**src/verilog/apbI2cPkg.sv**
```systemverilog
// Shared types, FSM encodings and register map of the APB I2C master
// Offsets are byte addresses and decode on the full 32-bit PADDR
// Byte count field must be 1 to 15; a count of 0 is not supported
package apbI2cPkg;

	////////////////////////////////////////////////////////////
	// Data widths
	////////////////////////////////////////////////////////////

	// APB address or data word
	typedef logic [31:0] apbWord_t;
	// Configuration and timeout register contents
	typedef logic [13:0] cfgReg_t;
	// One byte on the I2C bus
	typedef logic [7:0] i2cByte_t;

	// Commands from the controller to the bit engine
	typedef enum logic [1:0] {CMD_START, CMD_STOP, CMD_WRITE, CMD_READ} engCmd_e;

	// Transfer FSM states
	typedef enum logic [2:0] {IDLE, START, ADDR, DATA, STOP, ABORT} ctrlState_e;

	////////////////////////////////////////////////////////////
	// Register map
	////////////////////////////////////////////////////////////

	localparam apbWord_t OFS_TXDATA = 32'd0;
	localparam apbWord_t OFS_RXDATA = 32'd4;
	localparam apbWord_t OFS_CONFIG = 32'd8;
	localparam apbWord_t OFS_TIMEOUT = 32'd12;
	localparam apbWord_t OFS_STATUS = 32'd16;

	// Configuration fields, slave address sits in [6:0]
	localparam int CFG_ADDR_MSB = 6;
	localparam int CFG_READ_BIT = 7;
	localparam int CFG_CNT_LSB = 8;
	localparam int CFG_CNT_MSB = 11;
	localparam int CFG_START_BIT = 12;

	// Status bits at OFS_STATUS
	localparam int ST_BUSY = 0;
	localparam int ST_ERROR = 1;
	localparam int ST_TX_EMPTY = 2;
	localparam int ST_RX_EMPTY = 3;
	localparam int ST_TX_FULL = 4;

endpackage

```
**src/verilog/i2cIfs.sv**
```systemverilog
// Queue port and controller-to-engine command port
// Engine handshake: cmdValid and cmd stay stable until done pulses,
// then cmdValid drops for at least one cycle

// Queue between the APB side and the transfer FSM
interface fifoIf;
	import apbI2cPkg::*;

	logic push;
	i2cByte_t pushData;
	logic pop;
	// Head entry, valid whenever empty is low
	i2cByte_t popData;
	logic full;
	logic empty;

	modport writer (output push, output pushData, input full, input empty);
	modport reader (output pop, input popData, input full, input empty);
	modport fifo (
		input push,
		input pushData,
		input pop,
		output popData,
		output full,
		output empty
	);
endinterface

// Command channel from i2cCtrl to i2cBitEngine
interface engIf;
	import apbI2cPkg::*;

	engCmd_e cmd;
	logic cmdValid;
	i2cByte_t wrByte;
	// Master acknowledges a read byte when set
	logic ackOut;
	logic done;
	i2cByte_t rdByte;
	// Slave acknowledged the written byte when set
	logic ackIn;

	modport ctrl (
		output cmd,
		output cmdValid,
		output wrByte,
		output ackOut,
		input done,
		input rdByte,
		input ackIn
	);
	modport engine (
		input cmd,
		input cmdValid,
		input wrByte,
		input ackOut,
		output done,
		output rdByte,
		output ackIn
	);
endinterface

```
**src/verilog/syncFifo.sv**
```systemverilog
// Single-clock first-word-fall-through queue
// FIFO_DEPTH must be a power of two so the pointers wrap by themselves
// Push while full and pop while empty are dropped without notice
module syncFifo #(
	parameter int FIFO_DEPTH = 8
) (
	input logic PCLK,
	input logic PRESETn,
	fifoIf.fifo q
);
	import apbI2cPkg::*;

	localparam int AW = $clog2(FIFO_DEPTH);
	// Occupancy value that means full
	localparam logic [AW:0] FULL_CNT = (AW + 1)'(FIFO_DEPTH);

	i2cByte_t mem [FIFO_DEPTH];
	logic [AW-1:0] wrPtr;
	logic [AW-1:0] rdPtr;
	// One bit wider than the address so full and empty differ
	logic [AW:0] count;
	logic doPush;
	logic doPop;

	// Qualified strobes
	assign doPush = q.push && !q.full;
	assign doPop = q.pop && !q.empty;

	assign q.full = (count == FULL_CNT);
	assign q.empty = (count == '0);
	// Head entry shown without a pop
	assign q.popData = mem[rdPtr];

	// Storage
	always_ff @(posedge PCLK)
	begin
		if (doPush)
		begin
			mem[wrPtr] <= q.pushData;
		end
	end

	// Pointers and occupancy
	always_ff @(posedge PCLK)
	begin
		if (!PRESETn)
		begin
			wrPtr <= '0;
			rdPtr <= '0;
			count <= '0;
		end
		else
		begin
			if (doPush)
			begin
				wrPtr <= wrPtr + 1'b1;
			end
			if (doPop)
			begin
				rdPtr <= rdPtr + 1'b1;
			end
			case ({doPush, doPop})
				2'b10: count <= count + 1'b1;
				2'b01: count <= count - 1'b1;
				default: count <= count;
			endcase
		end
	end

endmodule

```
**src/verilog/apbRegs.sv**
```systemverilog
// APB slave of the I2C master, no wait states
// While the error flag is set only CONFIG and STATUS are accessible
// Writing CONFIG clears the error flag; start is honoured only when idle
module apbRegs (
	input logic PCLK,
	input logic PRESETn,
	input logic PSEL,
	input logic PENABLE,
	input logic PWRITE,
	input apbI2cPkg::apbWord_t PADDR,
	input apbI2cPkg::apbWord_t PWDATA,
	output apbI2cPkg::apbWord_t PRDATA,
	output logic PREADY,
	output logic PSLVERR,
	fifoIf.writer txQ,
	fifoIf.reader rxQ,
	output logic startPulse,
	output logic cfgWrite,
	output apbI2cPkg::cfgReg_t cfg,
	output apbI2cPkg::cfgReg_t timeout,
	input logic busy,
	input logic error,
	output logic intTx,
	output logic intRx
);
	import apbI2cPkg::*;

	logic access;
	logic ofsTx;
	logic ofsRx;
	logic ofsCfg;
	logic ofsTmo;
	logic ofsSts;
	logic badAccess;
	logic tmoWrite;
	apbWord_t statusWord;

	////////////////////////////////////////////////////////////
	// Access phase decode
	////////////////////////////////////////////////////////////

	assign access = PSEL && PENABLE;
	assign ofsTx = (PADDR == OFS_TXDATA);
	assign ofsRx = (PADDR == OFS_RXDATA);
	assign ofsCfg = (PADDR == OFS_CONFIG);
	assign ofsTmo = (PADDR == OFS_TIMEOUT);
	assign ofsSts = (PADDR == OFS_STATUS);

	// Unmapped offset, TX overflow, RX underflow, or locked by error
	assign badAccess = !(ofsTx || ofsRx || ofsCfg || ofsTmo || ofsSts)
		|| (ofsTx && PWRITE && txQ.full)
		|| (ofsRx && !PWRITE && rxQ.empty)
		|| (error && !(ofsCfg || ofsSts));

	assign PREADY = access;
	assign PSLVERR = access && badAccess;

	// Queue strobes, only for accepted accesses
	assign txQ.push = access && PWRITE && ofsTx && !badAccess;
	assign txQ.pushData = PWDATA[7:0];
	assign rxQ.pop = access && !PWRITE && ofsRx && !badAccess;

	// CONFIG is never locked
	assign cfgWrite = access && PWRITE && ofsCfg;
	assign tmoWrite = access && PWRITE && ofsTmo && !badAccess;

	// Queue state interrupts
	assign intTx = txQ.empty;
	assign intRx = !rxQ.empty;

	////////////////////////////////////////////////////////////
	// Registers
	////////////////////////////////////////////////////////////

	always_ff @(posedge PCLK)
	begin
		if (!PRESETn)
		begin
			cfg <= '0;
			timeout <= '0;
			startPulse <= 1'b0;
		end
		else
		begin
			if (cfgWrite)
			begin
				cfg <= PWDATA[13:0];
			end
			if (tmoWrite)
			begin
				timeout <= PWDATA[13:0];
			end
			// One cycle after the write, cfg is already updated then
			startPulse <= cfgWrite && PWDATA[CFG_START_BIT] && !busy;
		end
	end

	// Status word
	always_comb
	begin
		statusWord = '0;
		statusWord[ST_BUSY] = busy;
		statusWord[ST_ERROR] = error;
		statusWord[ST_TX_EMPTY] = txQ.empty;
		statusWord[ST_RX_EMPTY] = rxQ.empty;
		statusWord[ST_TX_FULL] = txQ.full;
	end

	// Read mux
	always_comb
	begin
		case (PADDR)
			OFS_RXDATA: PRDATA = {24'd0, rxQ.popData};
			OFS_CONFIG: PRDATA = {18'd0, cfg};
			OFS_TIMEOUT: PRDATA = {18'd0, timeout};
			OFS_STATUS: PRDATA = statusWord;
			default: PRDATA = '0;
		endcase
	end

endmodule

```
**src/verilog/i2cCtrl.sv**
```systemverilog
// Transfer FSM for START, the address byte, the counted data bytes and STOP
// Slave NACK or timeout goes through ABORT and ends with STOP
// A zero timeout disables the busy limit of timeout x 256 cycles
module i2cCtrl (
	input logic PCLK,
	input logic PRESETn,
	input logic startPulse,
	input apbI2cPkg::cfgReg_t cfg,
	input apbI2cPkg::cfgReg_t timeout,
	input logic cfgWrite,
	fifoIf.reader txQ,
	fifoIf.writer rxQ,
	engIf.ctrl eng,
	output logic busy,
	output logic error
);
	import apbI2cPkg::*;

	ctrlState_e state;
	logic rdMode;
	logic [6:0] slvAddr;
	logic [3:0] bytesLeft;
	logic [21:0] tmoCnt;
	logic tmoHit;
	logic doneNow;
	logic canIssue;
	logic issue;
	engCmd_e nextCmd;

	// Engine finished the pending command
	assign doneNow = eng.cmdValid && eng.done;

	// Not checked in STOP or ABORT since both already end on STOP
	assign tmoHit = busy && (timeout != '0) && (tmoCnt >= {timeout, 8'd0})
		&& (state != STOP) && (state != ABORT);

	////////////////////////////////////////////////////////////
	// Next engine command
	////////////////////////////////////////////////////////////

	always_comb
	begin
		nextCmd = CMD_STOP;
		canIssue = 1'b0;
		case (state)
			START:
			begin
				nextCmd = CMD_START;
				canIssue = 1'b1;
			end
			ADDR:
			begin
				nextCmd = CMD_WRITE;
				canIssue = 1'b1;
			end
			// SCL stays low between bytes while a queue holds the transfer back
			// A receive push still in flight counts toward a full queue
			DATA:
			begin
				nextCmd = rdMode ? CMD_READ : CMD_WRITE;
				canIssue = rdMode ? !(rxQ.full || rxQ.push) : !txQ.empty;
			end
			STOP, ABORT: canIssue = 1'b1;
			default: canIssue = 1'b0;
		endcase
	end

	assign issue = canIssue && !eng.cmdValid;

	////////////////////////////////////////////////////////////
	// FSM and control state
	////////////////////////////////////////////////////////////

	always_ff @(posedge PCLK)
	begin
		if (!PRESETn)
		begin
			state <= IDLE;
			busy <= 1'b0;
			error <= 1'b0;
			rdMode <= 1'b0;
			bytesLeft <= '0;
			tmoCnt <= '0;
			eng.cmdValid <= 1'b0;
			eng.cmd <= CMD_STOP;
			eng.ackOut <= 1'b0;
			txQ.pop <= 1'b0;
			rxQ.push <= 1'b0;
		end
		else
		begin
			txQ.pop <= 1'b0;
			rxQ.push <= 1'b0;
			if (cfgWrite)
			begin
				error <= 1'b0;
			end
			if (busy)
			begin
				tmoCnt <= tmoCnt + 1'b1;
			end

			// Command handshake
			if (issue)
			begin
				eng.cmdValid <= 1'b1;
				eng.cmd <= nextCmd;
				// ACK every read byte but the last
				eng.ackOut <= (bytesLeft != 4'd1);
				// Byte leaves the TX queue as it is handed to the engine
				txQ.pop <= (state == DATA) && !rdMode;
			end
			if (doneNow)
			begin
				eng.cmdValid <= 1'b0;
			end

			case (state)
				IDLE:
				if (startPulse)
				begin
					busy <= 1'b1;
					tmoCnt <= '0;
					rdMode <= cfg[CFG_READ_BIT];
					bytesLeft <= cfg[CFG_CNT_MSB:CFG_CNT_LSB];
					state <= START;
				end
				START:
				if (doneNow)
				begin
					state <= ADDR;
				end
				ADDR:
				if (doneNow)
				begin
					state <= eng.ackIn ? DATA : ABORT;
				end
				DATA:
				if (doneNow)
				begin
					rxQ.push <= rdMode;
					if (!rdMode && !eng.ackIn)
					begin
						state <= ABORT;
					end
					else
					begin
						bytesLeft <= bytesLeft - 4'd1;
						if (bytesLeft == 4'd1)
						begin
							state <= STOP;
						end
					end
				end
				STOP:
				if (doneNow)
				begin
					busy <= 1'b0;
					state <= IDLE;
				end
				// Let a pending byte finish before STOP
				ABORT:
				begin
					error <= 1'b1;
					if (doneNow && eng.cmd == CMD_STOP)
					begin
						busy <= 1'b0;
						state <= IDLE;
					end
				end
				default: state <= IDLE;
			endcase

			if (tmoHit)
			begin
				state <= ABORT;
			end
		end
	end

	// Payload registers
	always_ff @(posedge PCLK)
	begin
		if (state == IDLE && startPulse)
		begin
			slvAddr <= cfg[CFG_ADDR_MSB:0];
		end
		if (issue)
		begin
			eng.wrByte <= (state == ADDR) ? {slvAddr, rdMode} : txQ.popData;
		end
		if (doneNow && state == DATA && rdMode)
		begin
			rxQ.pushData <= eng.rdByte;
		end
	end

endmodule

```
**src/verilog/i2cBitEngine.sv**
```systemverilog
// I2C bit engine, one START, STOP, byte write or byte read per command
// SCL_HALF is PCLK cycles per SCL half-period and must be 2 or more
// START assumes an idle bus; byte and STOP commands start with SCL low
module i2cBitEngine #(
	parameter int SCL_HALF = 4
) (
	input logic PCLK,
	input logic PRESETn,
	engIf.engine eng,
	output logic scl,
	output logic sdaOut,
	output logic sdaOe,
	input logic sdaIn
);
	import apbI2cPkg::*;

	localparam int DIV_W = $clog2(SCL_HALF);
	localparam logic [DIV_W-1:0] HALF_END = DIV_W'(SCL_HALF - 1);
	// SDA moves in the middle of the low half, away from both SCL edges
	localparam logic [DIV_W-1:0] HALF_MID = DIV_W'((SCL_HALF - 1) / 2);
	// Nine bits, two halves each
	localparam logic [4:0] BYTE_LAST = 5'd17;

	logic [DIV_W-1:0] divCnt;
	logic [4:0] phase;
	logic running;
	engCmd_e curCmd;
	logic isByte;
	logic accept;
	logic halfTick;
	logic midLow;
	logic [8:0] loadBits;
	logic [8:0] shiftReg;
	i2cByte_t rxShift;

	assign accept = !running && eng.cmdValid && !eng.done;
	assign halfTick = running && (divCnt == HALF_END);
	assign isByte = (curCmd == CMD_WRITE) || (curCmd == CMD_READ);
	// Even phase is the SCL low half
	assign midLow = running && isByte && !phase[0] && (divCnt == HALF_MID);

	// Read: data released, ninth bit is the master ACK
	assign loadBits = (eng.cmd == CMD_READ) ? {8'hFF, !eng.ackOut} : {eng.wrByte, 1'b1};

	// Open-drain level the master puts on SDA
	assign sdaOut = !sdaOe;
	assign eng.rdByte = rxShift;

	always_ff @(posedge PCLK)
	begin
		if (!PRESETn)
		begin
			running <= 1'b0;
			curCmd <= CMD_STOP;
			phase <= '0;
			divCnt <= '0;
			scl <= 1'b1;
			sdaOe <= 1'b0;
			eng.done <= 1'b0;
			eng.ackIn <= 1'b0;
		end
		else
		begin
			eng.done <= 1'b0;
			if (accept)
			begin
				running <= 1'b1;
				curCmd <= eng.cmd;
				phase <= '0;
				divCnt <= '0;
				// STOP pulls SDA low while SCL is still low
				if (eng.cmd == CMD_STOP)
				begin
					scl <= 1'b0;
					sdaOe <= 1'b1;
				end
			end
			else if (halfTick)
			begin
				divCnt <= '0;
				phase <= phase + 5'd1;
				case (curCmd)
					// SDA falls under high SCL, then SCL falls
					CMD_START:
					if (phase == 5'd0)
					begin
						sdaOe <= 1'b1;
					end
					else
					begin
						scl <= 1'b0;
						running <= 1'b0;
						eng.done <= 1'b1;
					end
					// SCL rises, then SDA is released
					CMD_STOP:
					if (phase == 5'd0)
					begin
						scl <= 1'b1;
					end
					else
					begin
						sdaOe <= 1'b0;
						running <= 1'b0;
						eng.done <= 1'b1;
					end
					default:
					if (!phase[0])
					begin
						scl <= 1'b1;
					end
					else
					begin
						scl <= 1'b0;
						// Ninth bit is the acknowledge, low means ACK
						if (phase == BYTE_LAST)
						begin
							eng.ackIn <= !sdaIn;
							running <= 1'b0;
							eng.done <= 1'b1;
						end
					end
				endcase
			end
			else if (running)
			begin
				divCnt <= divCnt + 1'b1;
				if (midLow)
				begin
					sdaOe <= !shiftReg[8];
				end
			end
		end
	end

	// Bit shifters
	always_ff @(posedge PCLK)
	begin
		if (accept)
		begin
			shiftReg <= loadBits;
		end
		else if (midLow)
		begin
			shiftReg <= {shiftReg[7:0], 1'b1};
		end
		// Sample at the end of each high half, data bits only
		if (halfTick && isByte && phase[0] && phase != BYTE_LAST)
		begin
			rxShift <= {rxShift[6:0], sdaIn};
		end
	end

endmodule

```
**src/verilog/apbI2cTop.sv**
```systemverilog
// APB I2C master, single master, 7-bit addressing only
// No clock stretching and no repeated START
// sdaOe set means SDA is pulled low; scl is driven push-pull
module apbI2cTop #(
	parameter int FIFO_DEPTH = 8,
	parameter int SCL_HALF = 4
) (
	input logic PCLK,
	input logic PRESETn,
	input logic PSEL,
	input logic PENABLE,
	input logic PWRITE,
	input apbI2cPkg::apbWord_t PADDR,
	input apbI2cPkg::apbWord_t PWDATA,
	output apbI2cPkg::apbWord_t PRDATA,
	output logic PREADY,
	output logic PSLVERR,
	output logic scl,
	output logic sdaOut,
	output logic sdaOe,
	input logic sdaIn,
	output logic intTx,
	output logic intRx
);
	import apbI2cPkg::*;

	logic startPulse;
	logic cfgWrite;
	cfgReg_t cfg;
	cfgReg_t timeout;
	logic busy;
	logic error;

	fifoIf txQ ();
	fifoIf rxQ ();
	engIf eng ();

	////////////////////////////////////////////////////////////
	// APB side
	////////////////////////////////////////////////////////////

	apbRegs apbRegs_i (
		.PCLK(PCLK),
		.PRESETn(PRESETn),
		.PSEL(PSEL),
		.PENABLE(PENABLE),
		.PWRITE(PWRITE),
		.PADDR(PADDR),
		.PWDATA(PWDATA),
		.PRDATA(PRDATA),
		.PREADY(PREADY),
		.PSLVERR(PSLVERR),
		.txQ(txQ.writer),
		.rxQ(rxQ.reader),
		.startPulse(startPulse),
		.cfgWrite(cfgWrite),
		.cfg(cfg),
		.timeout(timeout),
		.busy(busy),
		.error(error),
		.intTx(intTx),
		.intRx(intRx)
	);

	// Transmit and receive queues
	syncFifo #(.FIFO_DEPTH(FIFO_DEPTH)) txFifo_i (
		.PCLK(PCLK),
		.PRESETn(PRESETn),
		.q(txQ.fifo)
	);

	syncFifo #(.FIFO_DEPTH(FIFO_DEPTH)) rxFifo_i (
		.PCLK(PCLK),
		.PRESETn(PRESETn),
		.q(rxQ.fifo)
	);

	////////////////////////////////////////////////////////////
	// I2C side
	////////////////////////////////////////////////////////////

	i2cCtrl i2cCtrl_i (
		.PCLK(PCLK),
		.PRESETn(PRESETn),
		.startPulse(startPulse),
		.cfg(cfg),
		.timeout(timeout),
		.cfgWrite(cfgWrite),
		.txQ(txQ.reader),
		.rxQ(rxQ.writer),
		.eng(eng.ctrl),
		.busy(busy),
		.error(error)
	);

	i2cBitEngine #(.SCL_HALF(SCL_HALF)) i2cBitEngine_i (
		.PCLK(PCLK),
		.PRESETn(PRESETn),
		.eng(eng.engine),
		.scl(scl),
		.sdaOut(sdaOut),
		.sdaOe(sdaOe),
		.sdaIn(sdaIn)
	);

endmodule

```
**config.mk**
```make
export PLATFORM = sky130hd
export DESIGN_NAME = apbI2cTop
export DESIGN_NICKNAME = d
export VERILOG_FILES = /design/src/verilog/apbI2cPkg.sv /design/src/verilog/i2cIfs.sv /design/src/verilog/syncFifo.sv /design/src/verilog/apbRegs.sv /design/src/verilog/i2cCtrl.sv /design/src/verilog/i2cBitEngine.sv /design/src/verilog/apbI2cTop.sv
export SDC_FILE = /design/constraint.sdc
export NUM_CORES = 1
export LEC_CHECK = 0
export BUFFER_PORTS_ARGS = -buffer_cell sky130_fd_sc_hd__buf_2
export CAP_MARGIN = 20
export CORE_MARGIN = 4
export CORE_UTILIZATION = 55
export CTS_BUF_LIST = sky130_fd_sc_hd__clkbuf_8
export DETAILED_ROUTE_END_ITERATION = 7
export GPL_TIMING_DRIVEN = 0
export PLACE_DENSITY = 0.75
export SLEW_MARGIN = 20
export SYNTH_ARGS = -nofsm -noshare
export SYNTH_HDL_FRONTEND = slang
export SYNTH_SLANG_ARGS = --single-unit
```
**constraint.sdc**
```tcl
create_clock -name PCLK -period 4.2 [get_ports PCLK]
set_input_delay 0.84 -clock PCLK [delete_from_list [all_inputs] [get_ports PCLK]]
set_output_delay 0.84 -clock PCLK [all_outputs]
set_load 0.02 [all_outputs]
```
* Word-level counts from Yosys, hierarchy flattened
Memories as Yosys holds them, arrays and structs flattened. A register that Yosys moved wholly into a read port is not among the register bits.
Index checks and enable logic that the tools add are counted.
** Storage, ports and cells
- Flip-flop bits (word level) :: 141
- Memory bits (writable) :: 128
- Input port bits :: 70
- Output and inout port bits :: 39
- Word-level logic and storage cells :: 277
- Memories kept :: 2
** Memory list
- rxFifo_i.mem :: depth 8, width 8, read ports 1, clocked after memory_dff 1, wr ports 1, RTL line syncFifo.sv:17 : i2cByte_t mem [FIFO_DEPTH];
- txFifo_i.mem :: depth 8, width 8, read ports 1, clocked after memory_dff 1, wr ports 1, RTL line syncFifo.sv:17
** Cells by class
- $add $sub $neg :: 12
- $lt $le $gt $ge :: 1
- Equality and inequality tests :: 50
- Muxes and demuxes :: 65
- Bitwise gates (word level) :: 4
- Reductions and logical operators :: 109
** Operators by type and width (count)
- 22-bit two-way mux :: 3
- 32-bit by 4-bit == test with 1-bit output (second input constant) :: 2
- 14-bit one-hot mux with 4 select lines :: 1
- 1-bit logical AND :: 43
- 3-bit two-way mux :: 14
- 32-bit by 3-bit == test with 1-bit output (second input constant) :: 1
- 32-bit by 5-bit == test with 1-bit output (second input constant) :: 1
- 32-bit zero test :: 1
- 1-bit two-way mux :: 31
- 9-bit two-way mux :: 3
- 4-bit one-hot mux with 2 select lines :: 3
- 22-bit by 1-bit adder with 22-bit output (second input constant) :: 1
- 22-bit greater-or-equal comparator :: 1
- 1-bit zero test :: 20
- 3-bit by 1-bit != test with 1-bit output (second input constant) :: 6
- 3-bit one-hot mux with 6 select lines :: 1
- 4-bit by 3-bit != test with 1-bit output (second input constant) :: 4
- 4-bit AND reduction :: 4
- 3-bit nonzero test :: 5
- 7-bit AND reduction :: 2
- 14-bit nonzero test :: 1
- 3-bit by 1-bit adder with 3-bit output (second input constant) :: 4
- 2-bit == test (second input constant) :: 6
- 4-bit two-way mux :: 3
- 35 further kinds :: 80

* Longest topological paths before layout
Gate-level depths: netlist of run 1.
- Depth after elaboration :: 14
- Depth in mapped cells :: 12
- Mapped depth without buffers :: 11

* Cells and area by module
A second synthesis of run 1 with hierarchy kept.
** Second synthesis, totals
- Cells, all modules :: 1008
- Area total of the unflattened synthesis :: 12599.6 µm²
** Modules (own cells, without submodules)
- syncFifo :: instances 2, cells an instance 167, area an instance 3101.7 µm², seq. area each 2182.1 µm²
- i2cCtrl :: instances 1, cells an instance 310, area an instance 3031.7 µm², seq. area each 1451.4 µm²
- apbRegs :: instances 1, cells an instance 225, area an instance 1943.1 µm², seq. area each 580.6 µm²
- i2cBitEngine :: instances 1, cells an instance 139, area an instance 1421.4 µm², seq. area each 790.8 µm²

* Least setup slack after synthesis of run 1
No wires, ideal clock.
- Path type :: input to register
- Start :: input port PADDR[18]
- End :: register txFifo_i.count[2]
- Data arrival time :: 3.443 ns
- Data required time :: 4.130 ns
- Path slack :: 0.686 ns
- Stages on the path :: 12
- Path buffers :: 1
- Path through :: nor4_1 -> nand4_2 -> or2_1 -> clkbuf_1 -> or3_1 -> ha_1 -> xor2_1 -> ha_1 -> a21oi_1 -> xor2_1 -> or3_1 -> a21oi_1
** Between the ends
- Longest elaborated chain between the ends :: 14
- Elaborated cells on any way between the ends :: 28
** RTL lines
- from (decl) :: RTL line apbI2cTop.sv:13 : input apbI2cPkg::apbWord_t PADDR,
- 32-bit by 3-bit == test with 1-bit output or 32-bit zero test (tied branches) :: RTL line apbRegs.sv:44, apbRegs.sv:43
- 1-bit logical OR (4 in a row) :: RTL line apbRegs.sv:50 : assign badAccess = !(ofsTx || ofsRx || ofsCfg || ofsTmo || ofsSts)
- 1-bit zero test :: RTL line apbRegs.sv:50
- 1-bit logical OR :: RTL line apbRegs.sv:51 : || (ofsTx && PWRITE && txQ.full)
- 1-bit logical OR :: RTL line apbRegs.sv:52 : || (ofsRx && !PWRITE && rxQ.empty)
- 1-bit logical OR :: RTL line apbRegs.sv:53 : || (error && !(ofsCfg || ofsSts));
- 1-bit zero test :: RTL line apbRegs.sv:59 : assign txQ.push = access && PWRITE && ofsTx && !badAccess;
- 1-bit logical AND * :: RTL line apbRegs.sv:59
- 1-bit logical AND * :: RTL line syncFifo.sv:26 : assign doPush = q.push && !q.full;
- 2-bit by 1-bit == test with 1-bit output or 2-bit == test (tied branches) :: RTL line syncFifo.sv:62 : case ({doPush, doPop})
- 4-bit one-hot mux with 2 select lines or 2-bit nonzero test (tied branches)
- to (signal assigned) :: RTL line syncFifo.sv:63 : 2'b10: count <= count + 1'b1;
- to (signal assigned) :: RTL line syncFifo.sv:64 : 2'b01: count <= count - 1'b1;
- to (signal assigned) :: RTL line syncFifo.sv:65 : default: count <= count;
- to (decl) :: RTL line syncFifo.sv:21 : logic [AW:0] count;
Every way passes the cells marked *; elsewhere a longest branch is shown, timed or not.
A chain may end at the register's enable or synchronous reset.

* Final worst setup path of run 1
- Start :: input port PADDR[18]
- End :: output port PRDATA[9]
** Between the ends
- Longest elaborated chain between the ends :: 2
- Elaborated cells on any way between the ends :: 5
** RTL lines
- 32-bit by 5-bit == test with 1-bit output (tied with other cells) :: RTL line apbRegs.sv:112 : case (PADDR)
- 14-bit one-hot mux with 4 select lines * :: RTL line apbRegs.sv:112
- to (decl) :: RTL line apbI2cTop.sv:15 : output apbI2cPkg::apbWord_t PRDATA,
Marks and branches as above.

==> impl_metrics.toml, run 1 <==
[pwr]
clkPwrFrac_pct = 42.7
sequentialPowerShare_pct = 53.4
power_density_nw_per_um2 = 385
sw_frac_of_total_pct = 22.4
p_switching_mw = 1.21
pwr-share-comb_pct = 3.9
peakVddDrop_v = 0.000252
p_leak_nw = 4.99
power.internal_mw = 4.19

[route]
vias_per_cell = 5.69
drtIter0Drc = 676
drt_pass1_iterations = 5
postRouteAntennaNets = 0
vias = 8328
wirelength_um = 27500
wl_per_cell_um = 18.8
drc_errors = 0

[clock_network]
post_cts_buffers = 0
numCtsBuffers = 44
postCtsHoldBufs = 0
cts_buffer_depth = 3
cts_max_level = 2
cts-resized-gates = 0
insertion_delay_ns = 0.58
cts_tree = "yes"
root_buffer = "clkbuf_8"
clkSlewWorstSetupHoldPaths_ns = 0.06
clock-sinks = 275

[synthesis]
synth_area_leader_cell = "edfxtp_1"
ys_warn_count = 0
ys_top_cells_by_area = "edfxtp_1 41%, dfxtp_1 17%, mux4_2 5.9%"
ys_seq_area_share_pct = 58.6
synth_flop_cell = "edfxtp_1"
synth_edf_count = 168
synthesis.area_um2 = 12300
synth.lib_cells_used.distinct = 79
yosysTopAreaCellShare_pct = 41.1
synth_cells = 1014
ys_ff_latch = 275
synth.top_cells.by_count = "168 x edfxtp_1, 107 x dfxtp_1, 104 x nand2_1"
syn_avg_cell_area_um2 = 12.1
postSynth.asyncResetShare_pct = 0
yosysMostFrequentCell = "edfxtp_1"

[setup_path]
crit_type = "in -> out"
cp_cell_sequence = "buf_2 > nor4_1 > nand4_2 > nor4_4 > a22o_1 > buf_2"
r2r-end = "rxFifo_i.count[2]"
critPathBufInv = 2
worstSetupEndpointType = "output pin"
cp_top_family = "simple AND/OR/NAND/NOR gates"
cpMostUsedCell = "buf_2"
max_stage_delay_ns = 0.72
cp_max_fo = 10
worstPathRequired_ns = 3.36
cpMaxStageDelayCell = "nor4_4"
crit_cells = 6
cp-start-kind = "primary input"
r2r_start = "rxFifo_i.count[1]"
cp_data_arrival_time_ns = 2.86
worst_r2r_path_depth = 11
r2r_setup_slack_ns = 1.17

[floorplan]
floorplan.rows = 54
die_height_um = 157
core_um2 = 21900
die_area_um2 = 24800
die_w_um = 157
pin_count = 109
initial_core_util_pct = 56.0

[sta]
hold_violations = 0
slew_headroom_pct = 26.0
finalSetupViolations = 0
min_period_over_period_pct = 88.1
tightestPinTransition_ns = 1.11
finalClockSkew_ns = 0.0315
layout_min_cycle_time_ns = 3.70
holdWs_ns = 0.434
fin_ws_ns = 0.500
slew_viol_final = 0
rsz0062_at_grt = "no"
tns_ns = 0
max_freq_mhz = 270

[grt]
antenna_found_initial = 2
grt_pass1_wl_um = 43600
met1_usage_pct = 28.5
grt_max_degree = 17
overflow = 0
grt_pass1_vias = 8228
busiest_layer = "met2"
met2_usage_pct = 38.2
use_met3_pct = 5.80
grtUsageTotal_pct = 22.5

[final_layout]
final_nets = 1256
fill_cells = 1743
drive_gt1_share_pct = 19.7
multi_input_comb_area_um2 = 4730
diodes = 0
fin_cells = 1464
seq_area_um2 = 7190
area_delta_synth_final_pct = 14.2

[worst_hold_path]
hold_depth = 0
hold_start = "i2cBitEngine_i.eng.rdByte[7]"
hold_class = "reg -> reg"
hold_end = "i2cCtrl_i.rxQ.pushData[7]"

[outcome]
outcome = "complete, no violations"

[placement]
dp.cells = 1387
port_buffers = 71
gp_congestion = 0.941
dp_hpwl_um = 19800
post-place-ws_ns = 0.177

[job]
cap_viol_max_count = 0
[layout by cell type (no fill, tap or decap), types with 6 or more instances in the layout]
cell      instances
and3_1            7
buf_1            10
xnor2_1          11
mux2i_1          43
buf_4            22
a22o_1            6
clkbuf_8         48
clkinv_2          6
nor2_1           84
o21ai_0          46
conb_1           18
a211oi_1          7
a21oi_1          37
nand3_1          30
nor3b_1           9
dfxtp_1         107
xor2_1           21
nand2_1         104
o22ai_1           7
nand2b_1          9
ha_1             33
mux4_2           32
or3_1            12
or4_1             7
nor3_1           13
nor2b_1           8
nor4_1           13
edfxtp_1        168
buf_2            79
clkbuf_1         26
clkinv_1          6
nand4_1          12
inv_1            45
[power groups by stage]
stage	Combinational, mW	Sequential, mW	Clock, mW
2_1_floorplan	0.125	2.94	0
3_3_place_gp	0.202	2.94	0
3_5_place_dp	0.205	2.94	0
4_1_cts	0.206	2.88	2.34
5_1_grt	0.229	2.88	2.48
6_report	0.209	2.88	2.31
[logic make-up after synthesis]
kind of cell             share of synthesized area (%)
AND/OR/NAND/NOR                                   15.0
flip-flops                                        58.6
AO/OA/AOI/OAI                                     7.31
buffers and inverters                             3.85
multiplexers                                      9.57
adder cells (fa/ha/maj)                           3.37
XOR/XNOR                                          2.28
other                                           0.0306
[worst register-to-register path, delay by kind of cell (launching register included)]
family | cells | cell delay [ns]
AO/OA/AOI/OAI | 2 | 0.18
buffers and inverters | 1 | 0.27
XOR/XNOR | 2 | 0.34
adder cells (fa/ha/maj) | 2 | 0.49
flip-flops | 1 | 0.31
AND/OR/NAND/NOR | 4 | 1.37
[worst max-delay path by stage]
stage / startpoint / end
6_report: PADDR[18] / PRDATA[9]
3_5_place_dp: PADDR[18] / txFifo_i.count[2]
3_3_place_gp: PADDR[18] / PRDATA[9]
2_1_floorplan: PADDR[18] / txFifo_i.count[2]
4_1_cts: PADDR[18] / PRDATA[9]
5_1_grt: flop / PRDATA[1]
[per-stage QoR]
stage | area [um^2] | utilization [%] | power [mW]
2_1_floorplan | 12300 | - | 3.06
3_3_place_gp | 13000 | 59.6 | 3.14
3_5_place_dp | 13100 | 59.9 | 3.14
4_1_cts | 14000 | 64.0 | 5.43
5_1_grt | 14000 | 64.0 | 5.59
6_report | 14000 | 64.0 | 5.40
[state kept, by name, indices dropped and copies added, names as in the netlist, 3 cells and up, named ones only]
name,cells
txFifo_i.rdPtr,3
i2cCtrl_i.slvAddr,7
rxFifo_i.rdPtr,3
i2cCtrl_i.state,3
i2cBitEngine_i.eng.rdByte,8
i2cBitEngine_i.phase,5
i2cCtrl_i.eng.wrByte,8
i2cCtrl_i.bytesLeft,4
rxFifo_i.wrPtr,3
i2cCtrl_i.tmoCnt,22
i2cBitEngine_i.shiftReg,9
rxFifo_i.mem,64
apbRegs_i.timeout,14
txFifo_i.wrPtr,3
txFifo_i.mem,64
rxFifo_i.count,4
apbRegs_i.cfg,14
i2cCtrl_i.rxQ.pushData,8
txFifo_i.count,4
[per-layer routing]
layer | share of wire [%] | wire length (um) | vias up
met5 | 0.098 | 27 | -
met4 | 2.2 | 595 | 4
met3 | 6.9 | 1900 | 59
met2 | 50 | 13800 | 254
met1 | 41 | 11200 | 4017
li1 | - | - | 3994
[area by class of cell]
| cell class | instances | area share, % |
|---|---|---|
| clock buffer | 48 | 4.71 |
| timing repair buffer | 76 | 2.77 |
| clock inverter | 29 | 1.61 |
| buffer | 64 | 2.44 |
| multi-input combinational | 657 | 33.8 |
| sequential | 275 | 51.3 |
| tap | 280 | 2.50 |
| inverter | 35 | 0.937 |
Power figures use the tool's default switching activity.
==> run 2, diff against run 1 <==
--- a/config.mk
+++ b/config.mk
@@ -6,13 +6,12 @@
 export NUM_CORES = 1
 export LEC_CHECK = 0
 export BUFFER_PORTS_ARGS = -buffer_cell sky130_fd_sc_hd__buf_2
-export CAP_MARGIN = 20
 export CORE_MARGIN = 4
 export CORE_UTILIZATION = 55
 export CTS_BUF_LIST = sky130_fd_sc_hd__clkbuf_8
 export DETAILED_ROUTE_END_ITERATION = 7
 export GPL_TIMING_DRIVEN = 0
-export PLACE_DENSITY = 0.75
+export PLACE_DENSITY_LB_ADDON = 0.1
 export SLEW_MARGIN = 20
 export SYNTH_ARGS = -nofsm -noshare
 export SYNTH_HDL_FRONTEND = slang
==> run 2 against run 1 <==
Compared with the run above:
- flip-flop and latch count is the same
- die area stayed put
- first-iteration DRC count shrank 23%
- critical path depth grew 2
- routed wire length up 0.20%
- setup slack got worse by 0.17 ns
- sequential share of layout area down 0.27 points
==> impl_metrics.toml, run 2 (synthesis gave the netlist of run 1 again) <==
[job]
cap_viol_max_count = 0

[clock_network]
cts_max_level = 2
cts-resized-gates = 0
clkSlewWorstSetupHoldPaths_ns = 0.06
post_cts_buffers = 0
insertion_delay_ns = 0.55
root_buffer = "clkbuf_8"
cts_buffer_depth = 3
postCtsHoldBufs = 0
numCtsBuffers = 46
cts_tree = "yes"
clock-sinks = 275

[route]
wl_per_cell_um = 18.7
drt_pass1_iterations = 4
vias_per_cell = 5.61
drtIter0Drc = 523
drc_errors = 0
postRouteAntennaNets = 0
vias = 8264
wirelength_um = 27600

[sta]
slew_viol_final = 0
tns_ns = 0
min_period_over_period_pct = 92.0
max_freq_mhz = 259
hold_violations = 0
holdWs_ns = 0.437
finalSetupViolations = 0
tightestPinTransition_ns = 1.01
fin_ws_ns = 0.334
rsz0062_at_grt = "no"
layout_min_cycle_time_ns = 3.87
finalClockSkew_ns = 0.0131
slew_headroom_pct = 32.3

[floorplan]
initial_core_util_pct = 56.0
die_w_um = 157
core_um2 = 21900
die_area_um2 = 24800
pin_count = 109
die_height_um = 157
floorplan.rows = 54

[outcome]
outcome = "complete, no violations"

[final_layout]
layout.cells.most_common = "edfxtp_1"
final_util_pct = 64.4
layout_common_cells = "168 x edfxtp_1, 107 x dfxtp_1, 104 x nand2_1, 84 x nor2_1, 79 x buf_2"
final_nets = 1258
final_area_um2 = 14100
reg_top3 = "rxFifo_i.mem x64, txFifo_i.mem x64, i2cCtrl_i.tmoCnt x22"
drive_gt1_share_pct = 19.9
fin_cells = 1472
area_delta_synth_final_pct = 14.9

[setup_path]
crit_cells = 8
r2r_setup_slack_ns = 1.10
cp-start-kind = "flop"
cpMostUsedCell = "buf_2"
worstPathRequired_ns = 3.36
cp_cell_sequence = "buf_2 > buf_2 > mux4_2 > mux2i_1 > nor2_1 > a221oi_1 > nor2_1 > buf_2"
cp_data_arrival_time_ns = 3.03
cp_top_family = "buffers and inverters"
cpMaxStageDelayCell = "mux4_2"
worst_r2r_path_depth = 11
max_stage_delay_ns = 0.54
crit_end = "PRDATA[1]"
cp_max_fo = 10
critPathBufInv = 3
crit_type = "reg -> out"
r2r-end = "rxFifo_i.count[2]"
r2r_start = "rxFifo_i.count[1]"
worstSetupEndpointType = "output pin"

[placement]
dp_hpwl_um = 19900
gp_congestion = 0.937
dp.cells = 1387
post-place-ws_ns = 0.135
port_buffers = 71
dpl_cell_area_um2 = 13100

[pwr]
peakVddDrop_v = 0.000320
total_power_mw = 5.54
p_leak_nw = 5.03
power_density_nw_per_um2 = 393

[worst_hold_path]
hold_start = "i2cBitEngine_i.eng.rdByte[7]"
hold_class = "reg -> reg"

[grt]
antenna_found_initial = 4
overflow = 0
grt_pass1_vias = 8287
grt_pass1_wl_um = 44300
grtUsageTotal_pct = 23.0
grt_max_degree = 17
## run 2: cell count changes in the layout (fill, tap and decap cells not counted), moves of 2 or more
| cell | change |
|---|---|
| inv_1 | +4 |
| clkinv_2 | -3 |
| clkbuf_8 | +4 |
| clkinv_8 | -2 |
| clkinvlp_4 | +3 |
## run 2: layer usage
layer	track usage [%]	vias up	share of wire, %
li1	-	4002	-
met1	30.4	3962	43
met2	37.9	229	48
met3	4.59	65	5.5
met4	8.52	6	3.0
met5	0	-	0.12
## run 2: cell type report
cell class	instances	area (um^2)
Clock inverter	32	250
Multi-Input combinational cell	657	4730
Inverter	35	131
Timing Repair Buffer	76	388
Buffer	64	342
Sequential cell	275	7190
Fill cell	1730	7800
Tap cell	280	350
Clock buffer	52	716
Antenna cell	1	2.50
## run 2: how the worst min path moves through the flow
stage / end / slack [ns] / cells past startpoint
after floorplan: i2cCtrl_i.rxQ.pushData[7] / 0.40 / 0
final: i2cCtrl_i.rxQ.pushData[7] / 0.44 / 0
after global routing: i2cBitEngine_i.eng.rdByte[7] / 0.46 / 0
after detailed placement: i2cCtrl_i.rxQ.pushData[7] / 0.42 / 0
after CTS: i2cCtrl_i.rxQ.pushData[7] / 0.44 / 0
after global placement: i2cCtrl_i.rxQ.pushData[7] / 0.40 / 0
## run 2: power breakdown
part / internal [mW] / switching (mW) / total (mW)
clock: 1.39 / 1.07 / 2.45
combinational: 0.0688 / 0.139 / 0.208
sequential: 2.87 / 0.0123 / 2.88
total: 4.33 / 1.22 / 5.54
